### src/hdl/branch_pkg.sv
`default_nettype none

package branch_pkg;

	parameter int xlen    = 32;  // Data and PC width
	parameter int prf_len = 6;   // Physical register index
	parameter int rob_len = 5;   // ROB index

	// funct3 of the RISC-V conditional branches
	typedef enum logic [2:0] {
		beq  = 3'b000,
		bne  = 3'b001,
		blt  = 3'b100,
		bge  = 3'b101,
		bltu = 3'b110,
		bgeu = 3'b111
	} branch_func_e;

	typedef enum logic [1:0] {
		strong_not_taken = 2'b00,
		weak_not_taken   = 2'b01,
		weak_taken       = 2'b10,
		strong_taken     = 2'b11
	} counter_e;

	// Upper half of the counter range predicts taken
	function automatic logic counter_taken(input counter_e c);
		return c[1];
	endfunction

	// One step toward the outcome, saturating at both ends
	function automatic counter_e counter_update(input counter_e c, input logic taken);
		counter_e n;
		n = c;
		case (c)
			strong_not_taken: n = taken ? weak_not_taken : strong_not_taken;
			weak_not_taken:   n = taken ? weak_taken     : strong_not_taken;
			weak_taken:       n = taken ? strong_taken   : weak_not_taken;
			strong_taken:     n = taken ? strong_taken   : weak_taken;
			default:          n = weak_not_taken;
		endcase
		return n;
	endfunction

endpackage

`default_nettype wire
### src/hdl/branch_predict_top.sv
`timescale 1ns/1ns
`default_nettype none

module branch_predict_top #(
	parameter int local_index_bits    = 6,
	parameter int local_history_bits  = 4,
	parameter int global_history_bits = 6,
	parameter int chooser_index_bits  = 6
) (
	input  wire logic                           clock,
	input  wire logic                           reset,
	input  wire logic                           predict_valid,
	input  wire logic [branch_pkg::xlen-1:0]    predict_pc,
	input  wire logic                           issue_valid,
	input  wire logic                           cdb_broadcast_is_branch,
	input  wire logic [branch_pkg::xlen-1:0]    opa_value,
	input  wire logic [branch_pkg::xlen-1:0]    opb_value,
	input  wire logic [branch_pkg::xlen-1:0]    pc,
	input  wire logic [branch_pkg::xlen-1:0]    offset,
	input  wire logic [branch_pkg::xlen-1:0]    pred_next_pc,
	input  wire branch_pkg::branch_func_e       branch_func,
	input  wire logic [branch_pkg::prf_len-1:0] dest_preg_idx,
	input  wire logic [branch_pkg::rob_len-1:0] rob_idx,
	input  wire logic                           cond_branch,
	input  wire logic                           uncond_branch,
	input  wire logic                           local_pred_direction,
	input  wire logic                           global_pred_direction,
	output logic                                br_valid,
	output logic                                br_direction,
	output logic                                br_mis_pred,
	output logic                                br_cond_branch,
	output logic                                br_uncond_branch,
	output logic                                br_local_pred_direction,
	output logic                                br_global_pred_direction,
	output logic [branch_pkg::xlen-1:0]         br_target_pc,
	output logic [branch_pkg::xlen-1:0]         br_next_pc,
	output logic [branch_pkg::xlen-1:0]         br_pc,
	output logic [branch_pkg::prf_len-1:0]      br_prf_idx,
	output logic [branch_pkg::rob_len-1:0]      br_rob_idx,
	output logic                                br_retire,
	output logic                                predict_out_valid,
	output logic                                predict_taken,
	output logic                                predict_local,
	output logic                                predict_global
);

	logic local_taken;
	logic global_taken;
	logic train_valid;  // From chooser to both predictors
	logic train_taken;

	branch_unit branch_unit_inst (.*);

	local_predictor #(
		.local_index_bits   (local_index_bits),
		.local_history_bits (local_history_bits)
	) local_predictor_inst (
		.clock, .reset,
		.lookup_valid (predict_valid),
		.lookup_pc    (predict_pc),
		.train_pc     (br_pc),
		.train_valid, .train_taken, .local_taken
	);

	global_predictor #(
		.global_history_bits (global_history_bits)
	) global_predictor_inst (
		.clock, .reset,
		.lookup_valid (predict_valid),
		.lookup_pc    (predict_pc),
		.train_pc     (br_pc),
		.train_valid, .train_taken, .global_taken
	);

	tournament_chooser #(
		.chooser_index_bits (chooser_index_bits)
	) tournament_chooser_inst (
		.clock, .reset,
		.lookup_valid (predict_valid),
		.lookup_pc    (predict_pc),
		.br_pc, .local_taken, .global_taken,
		.br_retire, .br_cond_branch, .br_direction,
		.br_local_pred_direction, .br_global_pred_direction,
		.predict_out_valid, .predict_taken, .predict_local, .predict_global,
		.train_valid, .train_taken
	);

endmodule

`default_nettype wire

### src/hdl/tournament_chooser.sv
`timescale 1ns/1ns
`default_nettype none

// Taken side of the selector table prefers global
module tournament_chooser #(
	parameter int chooser_index_bits = 6
) (
	input  wire logic                        clock,
	input  wire logic                        reset,
	input  wire logic                        lookup_valid,
	input  wire logic [branch_pkg::xlen-1:0] lookup_pc,
	input  wire logic [branch_pkg::xlen-1:0] br_pc,
	input  wire logic                        local_taken,
	input  wire logic                        global_taken,
	input  wire logic                        br_retire,
	input  wire logic                        br_cond_branch,
	input  wire logic                        br_direction,
	input  wire logic                        br_local_pred_direction,
	input  wire logic                        br_global_pred_direction,
	output logic                             predict_out_valid,
	output logic                             predict_taken,
	output logic                             predict_local,
	output logic                             predict_global,
	output logic                             train_valid,
	output logic                             train_taken
);

	localparam int chooser_entries = 2 ** chooser_index_bits;

	branch_pkg::counter_e          chooser_table [chooser_entries];
	logic [chooser_index_bits-1:0] lookup_idx;
	logic [chooser_index_bits-1:0] train_idx;
	logic                          select_global;
	logic                          local_right;
	logic                          global_right;

	assign lookup_idx = lookup_pc[2 +: chooser_index_bits];
	assign train_idx  = br_pc[2 +: chooser_index_bits];

	// Registered alongside the predictors' directions
	always_ff @(posedge clock) begin
		if (lookup_valid)
			select_global <= branch_pkg::counter_taken(chooser_table[lookup_idx]);
	end

	always_ff @(posedge clock) begin
		if (reset)
			predict_out_valid <= 1'b0;
		else
			predict_out_valid <= lookup_valid;  // Fixed one-cycle latency
	end

	assign predict_local  = local_taken;
	assign predict_global = global_taken;
	assign predict_taken  = select_global ? global_taken : local_taken;

	// Jumps do not train anything
	assign train_valid  = br_retire && br_cond_branch;
	assign train_taken  = br_direction;
	assign local_right  = br_local_pred_direction == br_direction;
	assign global_right = br_global_pred_direction == br_direction;

	always_ff @(posedge clock) begin
		if (reset) begin
			for (int i = 0; i < chooser_entries; i++)
				chooser_table[i] <= branch_pkg::weak_not_taken;
		end else if (train_valid && (local_right != global_right)) begin
			// Step toward whichever side alone was right
			chooser_table[train_idx] <=
				branch_pkg::counter_update(chooser_table[train_idx], global_right);
		end
	end

endmodule

`default_nettype wire

### src/hdl/global_predictor.sv
`timescale 1ns/1ns
`default_nettype none

// Gshare with a history register updated only at resolve
module global_predictor #(
	parameter int global_history_bits = 6
) (
	input  wire logic                        clock,
	input  wire logic                        reset,
	input  wire logic                        lookup_valid,
	input  wire logic [branch_pkg::xlen-1:0] lookup_pc,
	input  wire logic [branch_pkg::xlen-1:0] train_pc,
	input  wire logic                        train_valid,
	input  wire logic                        train_taken,
	output logic                             global_taken
);

	localparam int counter_entries = 2 ** global_history_bits;

	branch_pkg::counter_e           counter_table [counter_entries];
	logic [global_history_bits-1:0] ghr;
	logic [global_history_bits-1:0] lookup_idx;
	logic [global_history_bits-1:0] train_idx;

	assign lookup_idx = lookup_pc[2 +: global_history_bits] ^ ghr;
	assign train_idx  = train_pc[2 +: global_history_bits] ^ ghr;  // Same GHR as the lookup

	always_ff @(posedge clock) begin
		if (lookup_valid)
			global_taken <= branch_pkg::counter_taken(counter_table[lookup_idx]);
	end

	always_ff @(posedge clock) begin
		if (reset)
			ghr <= '0;
		else if (train_valid)
			ghr <= global_history_bits'({ghr, train_taken});
	end

	always_ff @(posedge clock) begin
		if (reset) begin
			for (int i = 0; i < counter_entries; i++)
				counter_table[i] <= branch_pkg::weak_not_taken;
		end else if (train_valid) begin
			counter_table[train_idx] <=
				branch_pkg::counter_update(counter_table[train_idx], train_taken);
		end
	end

	// An X on the training path would corrupt GHR and table for good
	train_inputs_known: assert property (@(posedge clock) disable iff (reset)
		!$isunknown(train_valid) &&
		(train_valid -> !$isunknown({train_pc, train_taken})));

endmodule

`default_nettype wire

### src/hdl/local_predictor.sv
`timescale 1ns/1ns
`default_nettype none

// Two-level local predictor where per-PC history selects a shared counter
module local_predictor #(
	parameter int local_index_bits   = 6,
	parameter int local_history_bits = 4
) (
	input  wire logic                        clock,
	input  wire logic                        reset,
	input  wire logic                        lookup_valid,
	input  wire logic [branch_pkg::xlen-1:0] lookup_pc,
	input  wire logic [branch_pkg::xlen-1:0] train_pc,
	input  wire logic                        train_valid,
	input  wire logic                        train_taken,
	output logic                             local_taken
);

	localparam int history_entries = 2 ** local_index_bits;
	localparam int counter_entries = 2 ** local_history_bits;

	logic [local_history_bits-1:0] history_table [history_entries];
	branch_pkg::counter_e          counter_table [counter_entries];

	logic [local_index_bits-1:0]   lookup_idx;
	logic [local_index_bits-1:0]   train_idx;
	logic [local_history_bits-1:0] lookup_hist;
	logic [local_history_bits-1:0] train_hist;
	logic [local_history_bits-1:0] train_hist_next;

	assign lookup_idx  = lookup_pc[2 +: local_index_bits];  // Skip byte offset
	assign train_idx   = train_pc[2 +: local_index_bits];
	assign lookup_hist = history_table[lookup_idx];
	assign train_hist  = history_table[train_idx];

	// Newest outcome enters at the LSB, oldest falls off the top
	assign train_hist_next = local_history_bits'({train_hist, train_taken});

	always_ff @(posedge clock) begin
		if (lookup_valid)
			local_taken <= branch_pkg::counter_taken(counter_table[lookup_hist]);
	end

	always_ff @(posedge clock) begin
		if (reset) begin
			for (int i = 0; i < history_entries; i++)
				history_table[i] <= '0;
		end else if (train_valid) begin
			history_table[train_idx] <= train_hist_next;
		end
	end

	always_ff @(posedge clock) begin
		if (reset) begin
			for (int i = 0; i < counter_entries; i++)
				counter_table[i] <= branch_pkg::weak_not_taken;
		end else if (train_valid) begin
			// Counter picked by the history seen before this outcome
			counter_table[train_hist] <=
				branch_pkg::counter_update(counter_table[train_hist], train_taken);
		end
	end

endmodule

`default_nettype wire

### src/hdl/branch_unit.sv
`timescale 1ns/1ns
`default_nettype none

module branch_cond (
	input  wire logic [branch_pkg::xlen-1:0] opa,
	input  wire logic [branch_pkg::xlen-1:0] opb,
	input  wire branch_pkg::branch_func_e    func,
	output logic                             cond
);

	always_comb begin
		cond = 1'b0;  // Unknown funct3 never branches
		case (func)
			branch_pkg::beq:  cond = opa == opb;
			branch_pkg::bne:  cond = opa != opb;
			branch_pkg::blt:  cond = $signed(opa) < $signed(opb);
			branch_pkg::bge:  cond = $signed(opa) >= $signed(opb);
			branch_pkg::bltu: cond = opa < opb;
			branch_pkg::bgeu: cond = opa >= opb;
			default:          cond = 1'b0;
		endcase
	end

endmodule

module branch_unit (
	input  wire logic                           clock,
	input  wire logic                           reset,
	input  wire logic                           issue_valid,
	input  wire logic                           cdb_broadcast_is_branch,
	input  wire logic [branch_pkg::xlen-1:0]    opa_value,
	input  wire logic [branch_pkg::xlen-1:0]    opb_value,
	input  wire logic [branch_pkg::xlen-1:0]    pc,
	input  wire logic [branch_pkg::xlen-1:0]    offset,
	input  wire logic [branch_pkg::xlen-1:0]    pred_next_pc,
	input  wire branch_pkg::branch_func_e       branch_func,
	input  wire logic [branch_pkg::prf_len-1:0] dest_preg_idx,
	input  wire logic [branch_pkg::rob_len-1:0] rob_idx,
	input  wire logic                           cond_branch,
	input  wire logic                           uncond_branch,
	input  wire logic                           local_pred_direction,
	input  wire logic                           global_pred_direction,
	output logic                                br_valid,
	output logic                                br_direction,
	output logic                                br_mis_pred,
	output logic                                br_cond_branch,
	output logic                                br_uncond_branch,
	output logic                                br_local_pred_direction,
	output logic                                br_global_pred_direction,
	output logic [branch_pkg::xlen-1:0]         br_target_pc,
	output logic [branch_pkg::xlen-1:0]         br_next_pc,
	output logic [branch_pkg::xlen-1:0]         br_pc,
	output logic [branch_pkg::prf_len-1:0]      br_prf_idx,
	output logic [branch_pkg::rob_len-1:0]      br_rob_idx,
	output logic                                br_retire
);

	logic [branch_pkg::xlen-1:0] opa_q;
	logic [branch_pkg::xlen-1:0] opb_q;
	logic [branch_pkg::xlen-1:0] offset_q;
	logic [branch_pkg::xlen-1:0] pred_next_pc_q;
	branch_pkg::branch_func_e    func_q;
	logic                        cond;

	branch_cond branch_cond_inst (
		.opa  (opa_q),
		.opb  (opb_q),
		.func (func_q),
		.cond (cond)
	);

	// Capture the issued packet
	always_ff @(posedge clock) begin
		if (issue_valid) begin
			opa_q                    <= opa_value;
			opb_q                    <= opb_value;
			offset_q                 <= offset;
			pred_next_pc_q           <= pred_next_pc;
			func_q                   <= branch_func;
			br_pc                    <= pc;
			br_prf_idx               <= dest_preg_idx;
			br_rob_idx               <= rob_idx;
			br_cond_branch           <= cond_branch;
			br_uncond_branch         <= uncond_branch;
			br_local_pred_direction  <= local_pred_direction;
			br_global_pred_direction <= global_pred_direction;
		end
	end

	always_ff @(posedge clock) begin
		if (reset)
			br_valid <= 1'b0;
		else if (issue_valid)
			br_valid <= 1'b1;  // Issue wins over broadcast
		else if (cdb_broadcast_is_branch)
			br_valid <= 1'b0;
	end

	assign br_direction = br_cond_branch ? cond : 1'b1;  // Jumps always taken
	assign br_target_pc = br_pc + offset_q;
	assign br_next_pc   = br_direction ? br_target_pc : br_pc + branch_pkg::xlen'(4);
	assign br_mis_pred  = pred_next_pc_q != br_next_pc;  // Catches wrong not-taken too
	assign br_retire    = br_valid && cdb_broadcast_is_branch;

	// Only one branch can be held; the RS must wait for the broadcast
	issue_while_held: assert property (@(posedge clock) disable iff (reset)
		issue_valid && br_valid |-> cdb_broadcast_is_branch);

	branch_kind_onehot: assert property (@(posedge clock) disable iff (reset)
		issue_valid |-> !(cond_branch && uncond_branch));

endmodule

`default_nettype wire

### config.mk
export PLATFORM = sky130hd
export DESIGN_NAME = branch_predict_top
export DESIGN_NICKNAME = d
export VERILOG_FILES = /design/src/hdl/branch_pkg.sv /design/src/hdl/branch_predict_top.sv /design/src/hdl/tournament_chooser.sv /design/src/hdl/global_predictor.sv /design/src/hdl/local_predictor.sv /design/src/hdl/branch_unit.sv
export SDC_FILE = /design/constraint.sdc
export NUM_CORES = 1
export LEC_CHECK = 0
export BUFFER_PORTS_ARGS = -buffer_cell sky130_fd_sc_hd__buf_2
export CAP_MARGIN = 15
export CELL_PAD_IN_SITES_DETAIL_PLACEMENT = 1
export CELL_PAD_IN_SITES_GLOBAL_PLACEMENT = 1
export CORE_UTILIZATION = 45
export CTS_CLUSTER_SIZE = 10
export DETAILED_ROUTE_END_ITERATION = 10
export PLACE_DENSITY = 0.79
export SETUP_SLACK_MARGIN = 0.05
export SYNTH_ARGS = -nofsm -noshare
export SYNTH_HDL_FRONTEND = slang
export SYNTH_SLANG_ARGS = --single-unit
### constraint.sdc
create_clock -name clock -period 11.7 [get_ports clock]
set_input_delay 0 -clock clock [delete_from_list [all_inputs] [get_ports clock]]
set_output_delay 0 -clock clock [all_outputs]
set_load 0.05 [all_outputs]
### Yosys cells after proc, flatten, opt, wreduce, memory -nomap -nowiden

Memories as Yosys holds them, arrays and structs flattened. A register that Yosys moved wholly into a read port is not among the register bits.
Cells that the tools add are included.

| cells by class | value |
|---|---|
| $lt $le $gt $ge | 4 |
| add/sub/neg operators | 2 |
| reduce and logical (&&, ||, !) cells | 12 |
| muxes and demuxes | 45 |
| equality and inequality tests | 20 |
| bitwise logic cells | 2 |

Operators by type and width:

| operator | count |
|---|---|
| 32-bit greater-or-equal comparator | 2 |
| 32-bit < comparator | 2 |
| 32-bit inequality test | 2 |
| 32-bit by 3-bit adder with 32-bit output (second input constant) | 1 |
| 32-bit adder | 1 |
| 32-bit equality test | 1 |
| 32-bit two-way mux | 1 |
| 6-bit two-way mux | 5 |
| 2-bit two-way mux | 13 |
| 2-bit one-hot mux with 4 select lines | 3 |
| 1-bit two-way mux | 20 |
| 2-bit equality test (second input constant) | 6 |
| 3-bit equality test (second input constant) | 4 |
| 6-bit bitwise XOR | 2 |
| 4-bit two-way mux | 2 |
| 2-bit by 1-bit equality test with 1-bit output (second input constant) | 3 |
| 2-bit logical NOT | 3 |
| 1-bit one-hot mux with 6 select lines | 1 |
| 2-bit OR reduction | 3 |
| 4-bit OR reduction | 1 |
| 3-bit by 1-bit equality test with 1-bit output (second input constant) | 1 |
| 1-bit logical AND | 3 |
| 3-bit logical NOT | 1 |
| 1-bit equality test | 2 |
| 2 further kinds | 2 |

| storage, ports and cells | value |
|---|---|
| input port bits | 215 |
| register bits | 186 |
| RAM bits | 544 |
| memories kept | 4 |

Memory list:

| name | depth | bits a word | rd ports | clocked after memory_dff | write ports | RTL line | RTL |
|---|---|---|---|---|---|---|---|
| local_predictor_inst.history_table | 64 | 4 | 2 | 1 | 64 | local_predictor.sv:22 | `logic [local_history_bits-1:0] history_table [history_entries];` |
| global_predictor_inst.counter_table | 64 | 2 | 2 | 1 | 64 | global_predictor.sv:20 | `branch_pkg::counter_e counter_table [counter_entries];` |
| tournament_chooser_inst.chooser_table | 64 | 2 | 2 | 2 | 64 | tournament_chooser.sv:30 | `branch_pkg::counter_e chooser_table [chooser_entries];` |
| local_predictor_inst.counter_table | 16 | 2 | 2 | 1 | 16 | local_predictor.sv:23 | `branch_pkg::counter_e counter_table [counter_entries];` |

### Depth between registers and ports, before layout

Gate-level depths: netlist of the first run.

| logic depth | value |
|---|---|
| depth in word-level cells | 11 |
| mapped depth | 17 |

### Hierarchy

A second synthesis of the first run with hierarchy kept.

| unflattened totals | value |
|---|---|
| cells, all modules | 3417 |
| area, all modules | 40817.9 um^2 |

Modules (own cells, without submodules):

| module | cells each | seq. area each (um^2) | instances | area an instance (um^2) |
|---|---|---|---|---|
| local_predictor | 1240 | 8678.3 | 1 | 15715.1 |
| branch_unit | 775 | 5365.1 | 1 | 9296.4 |
| global_predictor | 653 | 3993.8 | 1 | 7460.9 |
| tournament_chooser | 617 | 3893.7 | 1 | 7415.9 |
| branch_cond | 132 | 0.0 | 1 | 929.6 |

### Worst setup path before layout of the first run

No wires, ideal clock.

| path | value |
|---|---|
| kind | register to output |
| start point | reg branch_unit_inst.br_pc[6] (netlist name) |
| end point | out br_mis_pred |
| stages on the path, launching flop included | 14 |
| arrival | 5.677 ns |
| path slack | 6.023 ns |
| required time | 11.700 ns |
| buffers on the path | 1 |
| path through | edfxtp_1 > ha_1 > clkbuf_1 > a21o_1 > nand3_1 > a31oi_1 > o311a_1 > nor2_1 > o311ai_0 > nand2_1 > o21ai_0 > o2111ai_1 > nor4_1 > o2111ai_1 |

| on the way | value |
|---|---|
| longest elaborated chain between the ends | 3 |
| elaborated cells between the ends (all ways) | 4 |

Ends and longest elaborated chain:

| element | RTL line | RTL |
|---|---|---|
| start: declaration | branch_unit.sv:52 | `output logic [branch_pkg::xlen-1:0] br_pc,` |
| start signal: assignment | branch_unit.sv:80 | `br_pc <= pc;` |
| 32-bit adder | branch_unit.sv:100 | `assign br_target_pc = br_pc + offset_q;` |
| via br_target_pc, one bit | branch_predict_top.sv:35 | `output logic [branch_pkg::xlen-1:0] br_target_pc,` |
| 32-bit two-way mux | branch_unit.sv:101 | `assign br_next_pc = br_direction ? br_target_pc : br_pc + branch_pkg::xlen'(4);` |
| via br_next_pc, one bit | branch_predict_top.sv:36 | `output logic [branch_pkg::xlen-1:0] br_next_pc,` |
| 32-bit inequality test | branch_unit.sv:102 | `assign br_mis_pred = pred_next_pc_q != br_next_pc;` |
| end: declaration | branch_predict_top.sv:30 | `output logic br_mis_pred,` |

The timed path passes the listed nets, and every way through them passes these cells.

### Worst setup path after layout of the first run

| path | value |
|---|---|
| start point | reg branch_unit_inst.opb_q[14] (netlist name) |
| end point | out br_mis_pred |

| on the way | value |
|---|---|
| longest elaborated chain between the ends | 5 |
| elaborated cells between the ends (all ways) | 10 |

Ends and longest elaborated chain:

| element | RTL line | RTL |
|---|---|---|
| start: declaration | branch_unit.sv:59 | `logic [branch_pkg::xlen-1:0] opb_q;` |
| start signal: assignment | branch_unit.sv:76 | `opb_q <= opb_value;` |
| 32-bit greater-or-equal comparator, or another cell as far along | branch_unit.sv:19 | `branch_pkg::bgeu: cond = opa >= opb;` |
| 1-bit one-hot mux with 6 select lines * | branch_unit.sv:13 | `case (func)` |
| 1-bit two-way mux * | branch_unit.sv:99 | `assign br_direction = br_cond_branch ? cond : 1'b1;` |
| 32-bit two-way mux * | branch_unit.sv:101 |  |
| 32-bit inequality test * | branch_unit.sv:102 |  |

Every way passes the cells marked *; elsewhere a longest branch is shown, timed or not.

==> flow_summary.toml, run 1 <==
[outcome]
status = "complete, no violations"

[detailed_routing]
ant_nets = 0
drc = 0
via_count = 30000
routedWlPerCell_um = 28.8
drt_iter0_drc = 3380
routed_via_density = 6.30
wl_um = 137000
drt_first_pass_iters = 6

[place]
dp_hpwl_um = 86100
gp_congestion = 0.917
dp.cells = 4442
io_buffers = 307

[timing]
finalSetupTns_ns = 0
setup-violations-final = 0
max_freq_mhz = 159
skew_ns = 0.0515
rsz0062_at_grt = "false"
relSlewSlack = 0.148
drv_slew = 0
worst_pin_slew_ns = 1.27
hold_viol_final = 0
fin_crit_ns = 6.30
post-route-period-util = 0.538

[setup_path]
critPathArrivalTime_ns = 6.30
critPathKind = "flop to primary output"
crit_required_ns = 11.70
path_cells = "inv_1, ha_1, nand4_1, nor4_1, o21ai_0, a31oi_1, nor3_1, a311oi_1, buf_4, a21oi_4, inv_2, buf_4, a21oi_1, a211oi_1, o2111ai_1, nor4_1, o2111ai_1, buf_2"
crit_family = "compound AO/OA/AOI/OAI gates"
cp_slowest_cell = "nor4_1"
reg2regPathDepth = 13
cp_slowest_stage_delay_ns = 0.61
reg2reg_slack_ns = 5.48
worstSetupEndpointType = "primary output"
path_buf_inv = 5
timing.rr.end = "local_predictor_inst.counter_table[0][0]"
crit_fanout = 49
start_kind = "flop"

[die]
rows = 108
ios = 334
design.core.area_um2 = 86600
initial_core_util = 0.454
die_h_um = 298
fp.dieArea_um2 = 88500
die_w_um = 298

[clocking]
clock_path_buffers = 3
cts_resized = 0
ctsRootBufferMaster = "clkbuf_16"
cts-buffers-inserted = 88
cts.clk_slew.worst_paths_ns = 0.07
h-tree-depth = 3
clock-sinks = 739
clk_latency_ns = 0.69
cts_tree = "built"
cts_setup_buffers = 0

[final_layout]
final_cell_mix = "edfxtp_1 (725), nor2_1 (484), nand2_1 (340)"
final_nets = 3841
final_cells = 4768
layout_commonest_cell = "edfxtp_1"
drive_gt1_frac = 0.236
area_delta_synth_final_pct = 18.0

[global_route]
first_global_vias = 31800
grt_max_degree = 118
grt_pass1_wl_um = 204000
grt_overflow = 0
track_usage = 0.308
antenna_found_initial = 9

[logic_synthesis]
syn_inst = 3138
synth_cell_types = 76
ys_ff_latch = 739
ys_warn_count = 0
synth_area_per_cell_um2 = 12.5
synth_edf_count = 725
ys_async_sr_fraction = 0
synth_area_um2 = 39300
synthesis.nets = 3418
synthFlopType = "edfxtp_1"
ys_seq_area_frac = 0.561

[pwr]
power_w = 0.00745
powerDensity_nw_per_um2 = 161
p_leak_nw = 16.7
ir_drop_v = 0.000175

[worst_hold_path]
hold_depth = 2
hold_path.class = "input pin to flop"
min_to = "branch_unit_inst.opa_q[26]"
hp-start = "opa_value[26]"

[run]
maxCapViolCount = 0
[cell type report]
cell class / instances / area (µm²)
Antenna cell: 5 / 12.5
Clock buffer: 121 / 2380
Clock inverter: 16 / 198
Fill cell: 8707 / 40200
Inverter: 73 / 274
Multi-Input combinational cell: 2110 / 16200
Sequential cell: 739 / 22100
Tap cell: 1155 / 1450
Timing Repair Buffer: 549 / 3830
[sequential cells by signal, indices dropped and copies added, names as in the netlist, 3 cells and up, named ones only]
signal,flops
branch_unit_inst.pred_next_pc_q,32
branch_unit_inst.opa_q,32
branch_unit_inst.offset_q,32
tournament_chooser_inst.chooser_table,128
local_predictor_inst.history_table,256
branch_unit_inst.br_rob_idx,5
branch_unit_inst.br_pc,32
branch_unit_inst.func_q,3
global_predictor_inst.ghr,6
branch_unit_inst.br_prf_idx,6
global_predictor_inst.counter_table,128
branch_unit_inst.opb_q,32
local_predictor_inst.counter_table,32
[stage by stage]
step | setup WS (ns) | area, µm² | hold WS (ns) | utilization
2_1_floorplan | 6.02 | 39300 | 0.0989 | -
3_3_place_gp | 5.59 | 42000 | 0.176 | 0.485
3_5_place_dp | 5.43 | 42000 | 0.179 | 0.485
4_1_cts | 5.37 | 46400 | 0.00710 | 0.535
5_1_grt | 5.13 | 46400 | 0.0279 | 0.536
6_report | 5.40 | 46400 | 0.0188 | 0.536
[kinds of logic (layout without fill, tap and decap cells)]
family	Yosys count	after routing	share of synthesized area
flip-flops	739	739	0.561
buffers and inverters	289	759	0.0301
multiplexers	301	301	0.160
adder cells (fa/ha/maj)	71	71	0.0225
XOR/XNOR	97	97	0.0220
AND/OR/NAND/NOR	1334	1334	0.154
other	0	5	0
AO/OA/AOI/OAI	307	307	0.0507
[synth_stat cells (7+ instances only)]
library cell  count  area, µm²
dfxtp_1          14        280
nand2b_1        145        907
a211oi_1         24        180
ha_1             64        801
inv_1            70        263
nand4_1          16        100
buf_2            35        175
nor2b_1          13       81.3
buf_1            34        128
nor2_1          484       1820
o2111ai_1         7       61.3
xor2_1           40        350
nor4_1            8       50.1
clkbuf_1        136        510
or2_2            75        469
and3_1           13       81.3
a21oi_1          74        370
nor3b_1           7       52.6
a221oi_1          8       70.1
nand3_1         101        505
o22ai_1          20        125
buf_4             7       52.6
nand2_1         340       1280
xnor2_1          56        490
and2_1            7       43.8
o21ai_0          69        345
a31oi_1          21        131
mux2i_1          25        250
o211ai_1          7       52.6
mux4_2          259       5830
nor3_1          108        541
a21o_1           14        105
mux2_2           16        180
edfxtp_1        725      21800
[metal layers]
| layer | share of wire | wire, µm | track usage |
|---|---|---|---|
| met5 | 0.000095 | 13 | 0 |
| met4 | 0.060 | 8220 | 0.161 |
| met3 | 0.092 | 12500 | 0.0635 |
| met2 | 0.50 | 68000 | 0.517 |
| met1 | 0.35 | 48300 | 0.376 |
[report_power, final]
part | switching (W) | internal [W] | total [W]
combinational | 0.00123 | 0.000517 | 0.00175
clock | 0.00115 | 0.00144 | 0.00259
sequential | 0.0000963 | 0.00301 | 0.00311
total | 0.00248 | 0.00497 | 0.00745
[worst max-delay path by stage]
stage,end,startpoint,cells after the start,slack [ns]
5_1_grt,local_predictor_inst.counter_table[3][1],flop,13,5.13
3_5_place_dp,local_predictor_inst.counter_table[4][0],flop,13,5.43
2_1_floorplan,br_mis_pred,branch_unit_inst.br_pc[6],13,6.02
3_3_place_gp,local_predictor_inst.counter_table[8][0],flop,13,5.59
4_1_cts,local_predictor_inst.counter_table[13][0],flop,13,5.37
6_report,br_mis_pred,branch_unit_inst.opb_q[14],18,5.40
[timing repair]
action,in CTS,in global routing
hold buffers,181,1
endpoints found under the setup margin,0,0
endpoints found under the hold margin,191,1
Note: power is estimated with default switching activity, not from simulation.
==> inputs of run 2 (changes only) <==
==> constraint.sdc (replaced) <==
create_clock -name clock -period 6.6 [get_ports clock]
set_input_delay 0 -clock clock [delete_from_list [all_inputs] [get_ports clock]]
set_output_delay 0 -clock clock [all_outputs]
set_load 0.05 [all_outputs]
==> run 2 against run 1 <==
Net effect: final cell count rose by 0.15%; hold slack better by 0.0077 ns; non-clock buffer count is 14 higher; via count is 0.27% higher; sequential cell count unchanged; highest routed layer unchanged; clock skew fell by 0.0089 ns; worst setup slack worse by 4.8 ns; sequential share of layout area is 0.084 points lower; critical endpoint unchanged; global-route usage grew 0.35 points.
==> flow_summary.toml, run 2 (synthesis results as in run 1) <==
[detailed_routing]
routed_via_density = 6.30
wl_um = 138000
drt_iter0_drc = 3223
drc = 0
ant_nets = 0
routedWlPerCell_um = 29.0
drt_first_pass_iters = 8
via_count = 30100

[global_route]
first_global_vias = 32200
grt_overflow = 0
track_usage = 0.312
antenna_found_initial = 6
grt_max_degree = 117
grt_pass1_wl_um = 207000

[clocking]
clk_latency_ns = 0.68
cts.clk_slew.worst_paths_ns = 0.06
cts_tree = "built"
ctsHoldBuffers = 183
cts-buffers-inserted = 88
ctsRootBufferMaster = "clkbuf_16"
cts_setup_buffers = 0
clock-sinks = 739
cts_resized = 0
clock_path_buffers = 3
h-tree-depth = 3

[setup_path]
cp_slowest_cell = "inv_2"
crit_fanout = 30
critPathKind = "flop to primary output"
path_cells = "ha_1, nand4_1, nor4_1, o21ai_0, a31oi_1, nor3_1, a311oi_1, buf_4, a21oi_4, inv_2, a21oi_1, a211oi_1, o2111ai_1, nor4_1, o2111ai_1, buf_2"
critPathArrivalTime_ns = 6.02
worstSetupEndpointType = "primary output"
crit_required_ns = 6.60
start_kind = "flop"
cp_slowest_stage_delay_ns = 0.60

[final_layout]
top_register = "local_predictor_inst.history_table"
final_cells = 4775
area_delta_synth_final_pct = 18.2
fill_cells = 8717
largest_register_ffs = 256
layout_commonest_cell = "edfxtp_1"
top_regs = "local_predictor_inst.history_table x256, global_predictor_inst.counter_table x128, tournament_chooser_inst.chooser_table x128"
final_nets = 3855
multi_input_area_um2 = 16200
final_cell_mix = "edfxtp_1 (725), nor2_1 (484), nand2_1 (340)"
drive_gt1_frac = 0.238
seqCellArea_um2 = 22100

[place]
dp_hpwl_um = 88600
pre_cts_slack_ns = 1.34
dp.cells = 4456
gp_congestion = 0.941
io_buffers = 307

[timing]
hold_viol_final = 0
fin_crit_ns = 6.02
rsz0062_at_grt = "false"
worst_pin_slew_ns = 1.26
post-route-period-util = 0.912
setup-violations-final = 0
fin_ws_ns = 0.578
skew_ns = 0.0426
drv_slew = 0
relSlewSlack = 0.155
max_freq_mhz = 166
finalSetupTns_ns = 0

[die]
ios = 334
die_w_um = 298
initial_core_util = 0.454
fp.dieArea_um2 = 88500
design.core.area_um2 = 86600
die_h_um = 298
rows = 108

[pwr]
powerDensity_nw_per_um2 = 283
ir_drop_v = 0.000280
p_leak_nw = 16.7

[worst_hold_path]
hold_path.class = "input pin to flop"

[run]
maxCapViolCount = 0

[outcome]
status = "complete, no violations"
## run 2: final cells by class
cell class	instances	area share
Sequential cell	739	0.475
Antenna cell	1	0.0000538
Timing Repair Buffer	563	0.0864
Clock inverter	16	0.00377
Multi-Input combinational cell	2110	0.348
Inverter	73	0.00590
Tap cell	1155	0.0311
Clock buffer	118	0.0502
## run 2: worst paths after layout
| path | end | startpoint | cells after the start | slack, ns |
|---|---|---|---|---|
| min | branch_unit_inst.opa_q[6] | opa_value[6] | 2 | 0.03 |
| max reg2reg | tournament_chooser_inst.chooser_table[61][1] | branch_unit_inst.opa_q[14] | 13 | 1.23 |
| max | br_mis_pred | branch_unit_inst.opa_q[14] | 16 | 0.58 |
| min reg2reg | global_predictor_inst.ghr[4] | global_predictor_inst.ghr[4] | 2 | 0.61 |
## run 2: critical path: cells and delay by family, from the launching register on
kind            cells  cell delay (ns)
fa+ha+maj           1             0.36
simple gates        4             1.29
compound gates      8             2.15
buf+inv             3             1.11
flops               1             0.40
## run 2: where the power goes
part | switching, W | internal (W)
combinational | 0.00220 | 0.000939
clock | 0.00204 | 0.00248
sequential | 0.000173 | 0.00534
## run 2: stage by stage
step / total power (W) / utilization / area, µm² / hold slack [ns]
after floorplan: 0.00751 / - / 39300 / 0.0989
final: 0.0132 / 0.537 / 46500 / 0.0265
after CTS: 0.0130 / 0.536 / 46500 / 0.0115
after detailed placement: 0.00849 / 0.486 / 42100 / 0.178
after global routing: 0.0135 / 0.537 / 46500 / 0.0413
after global placement: 0.00841 / 0.486 / 42100 / 0.176
## run 2: metal layers
layer	vias to the layer above	global-route usage	wire, µm
li1	12600	-	-
met5	-	0	76
met4	10	0.172	8180
met3	478	0.0583	11500
met2	1768	0.535	69500
met1	15300	0.370	49200
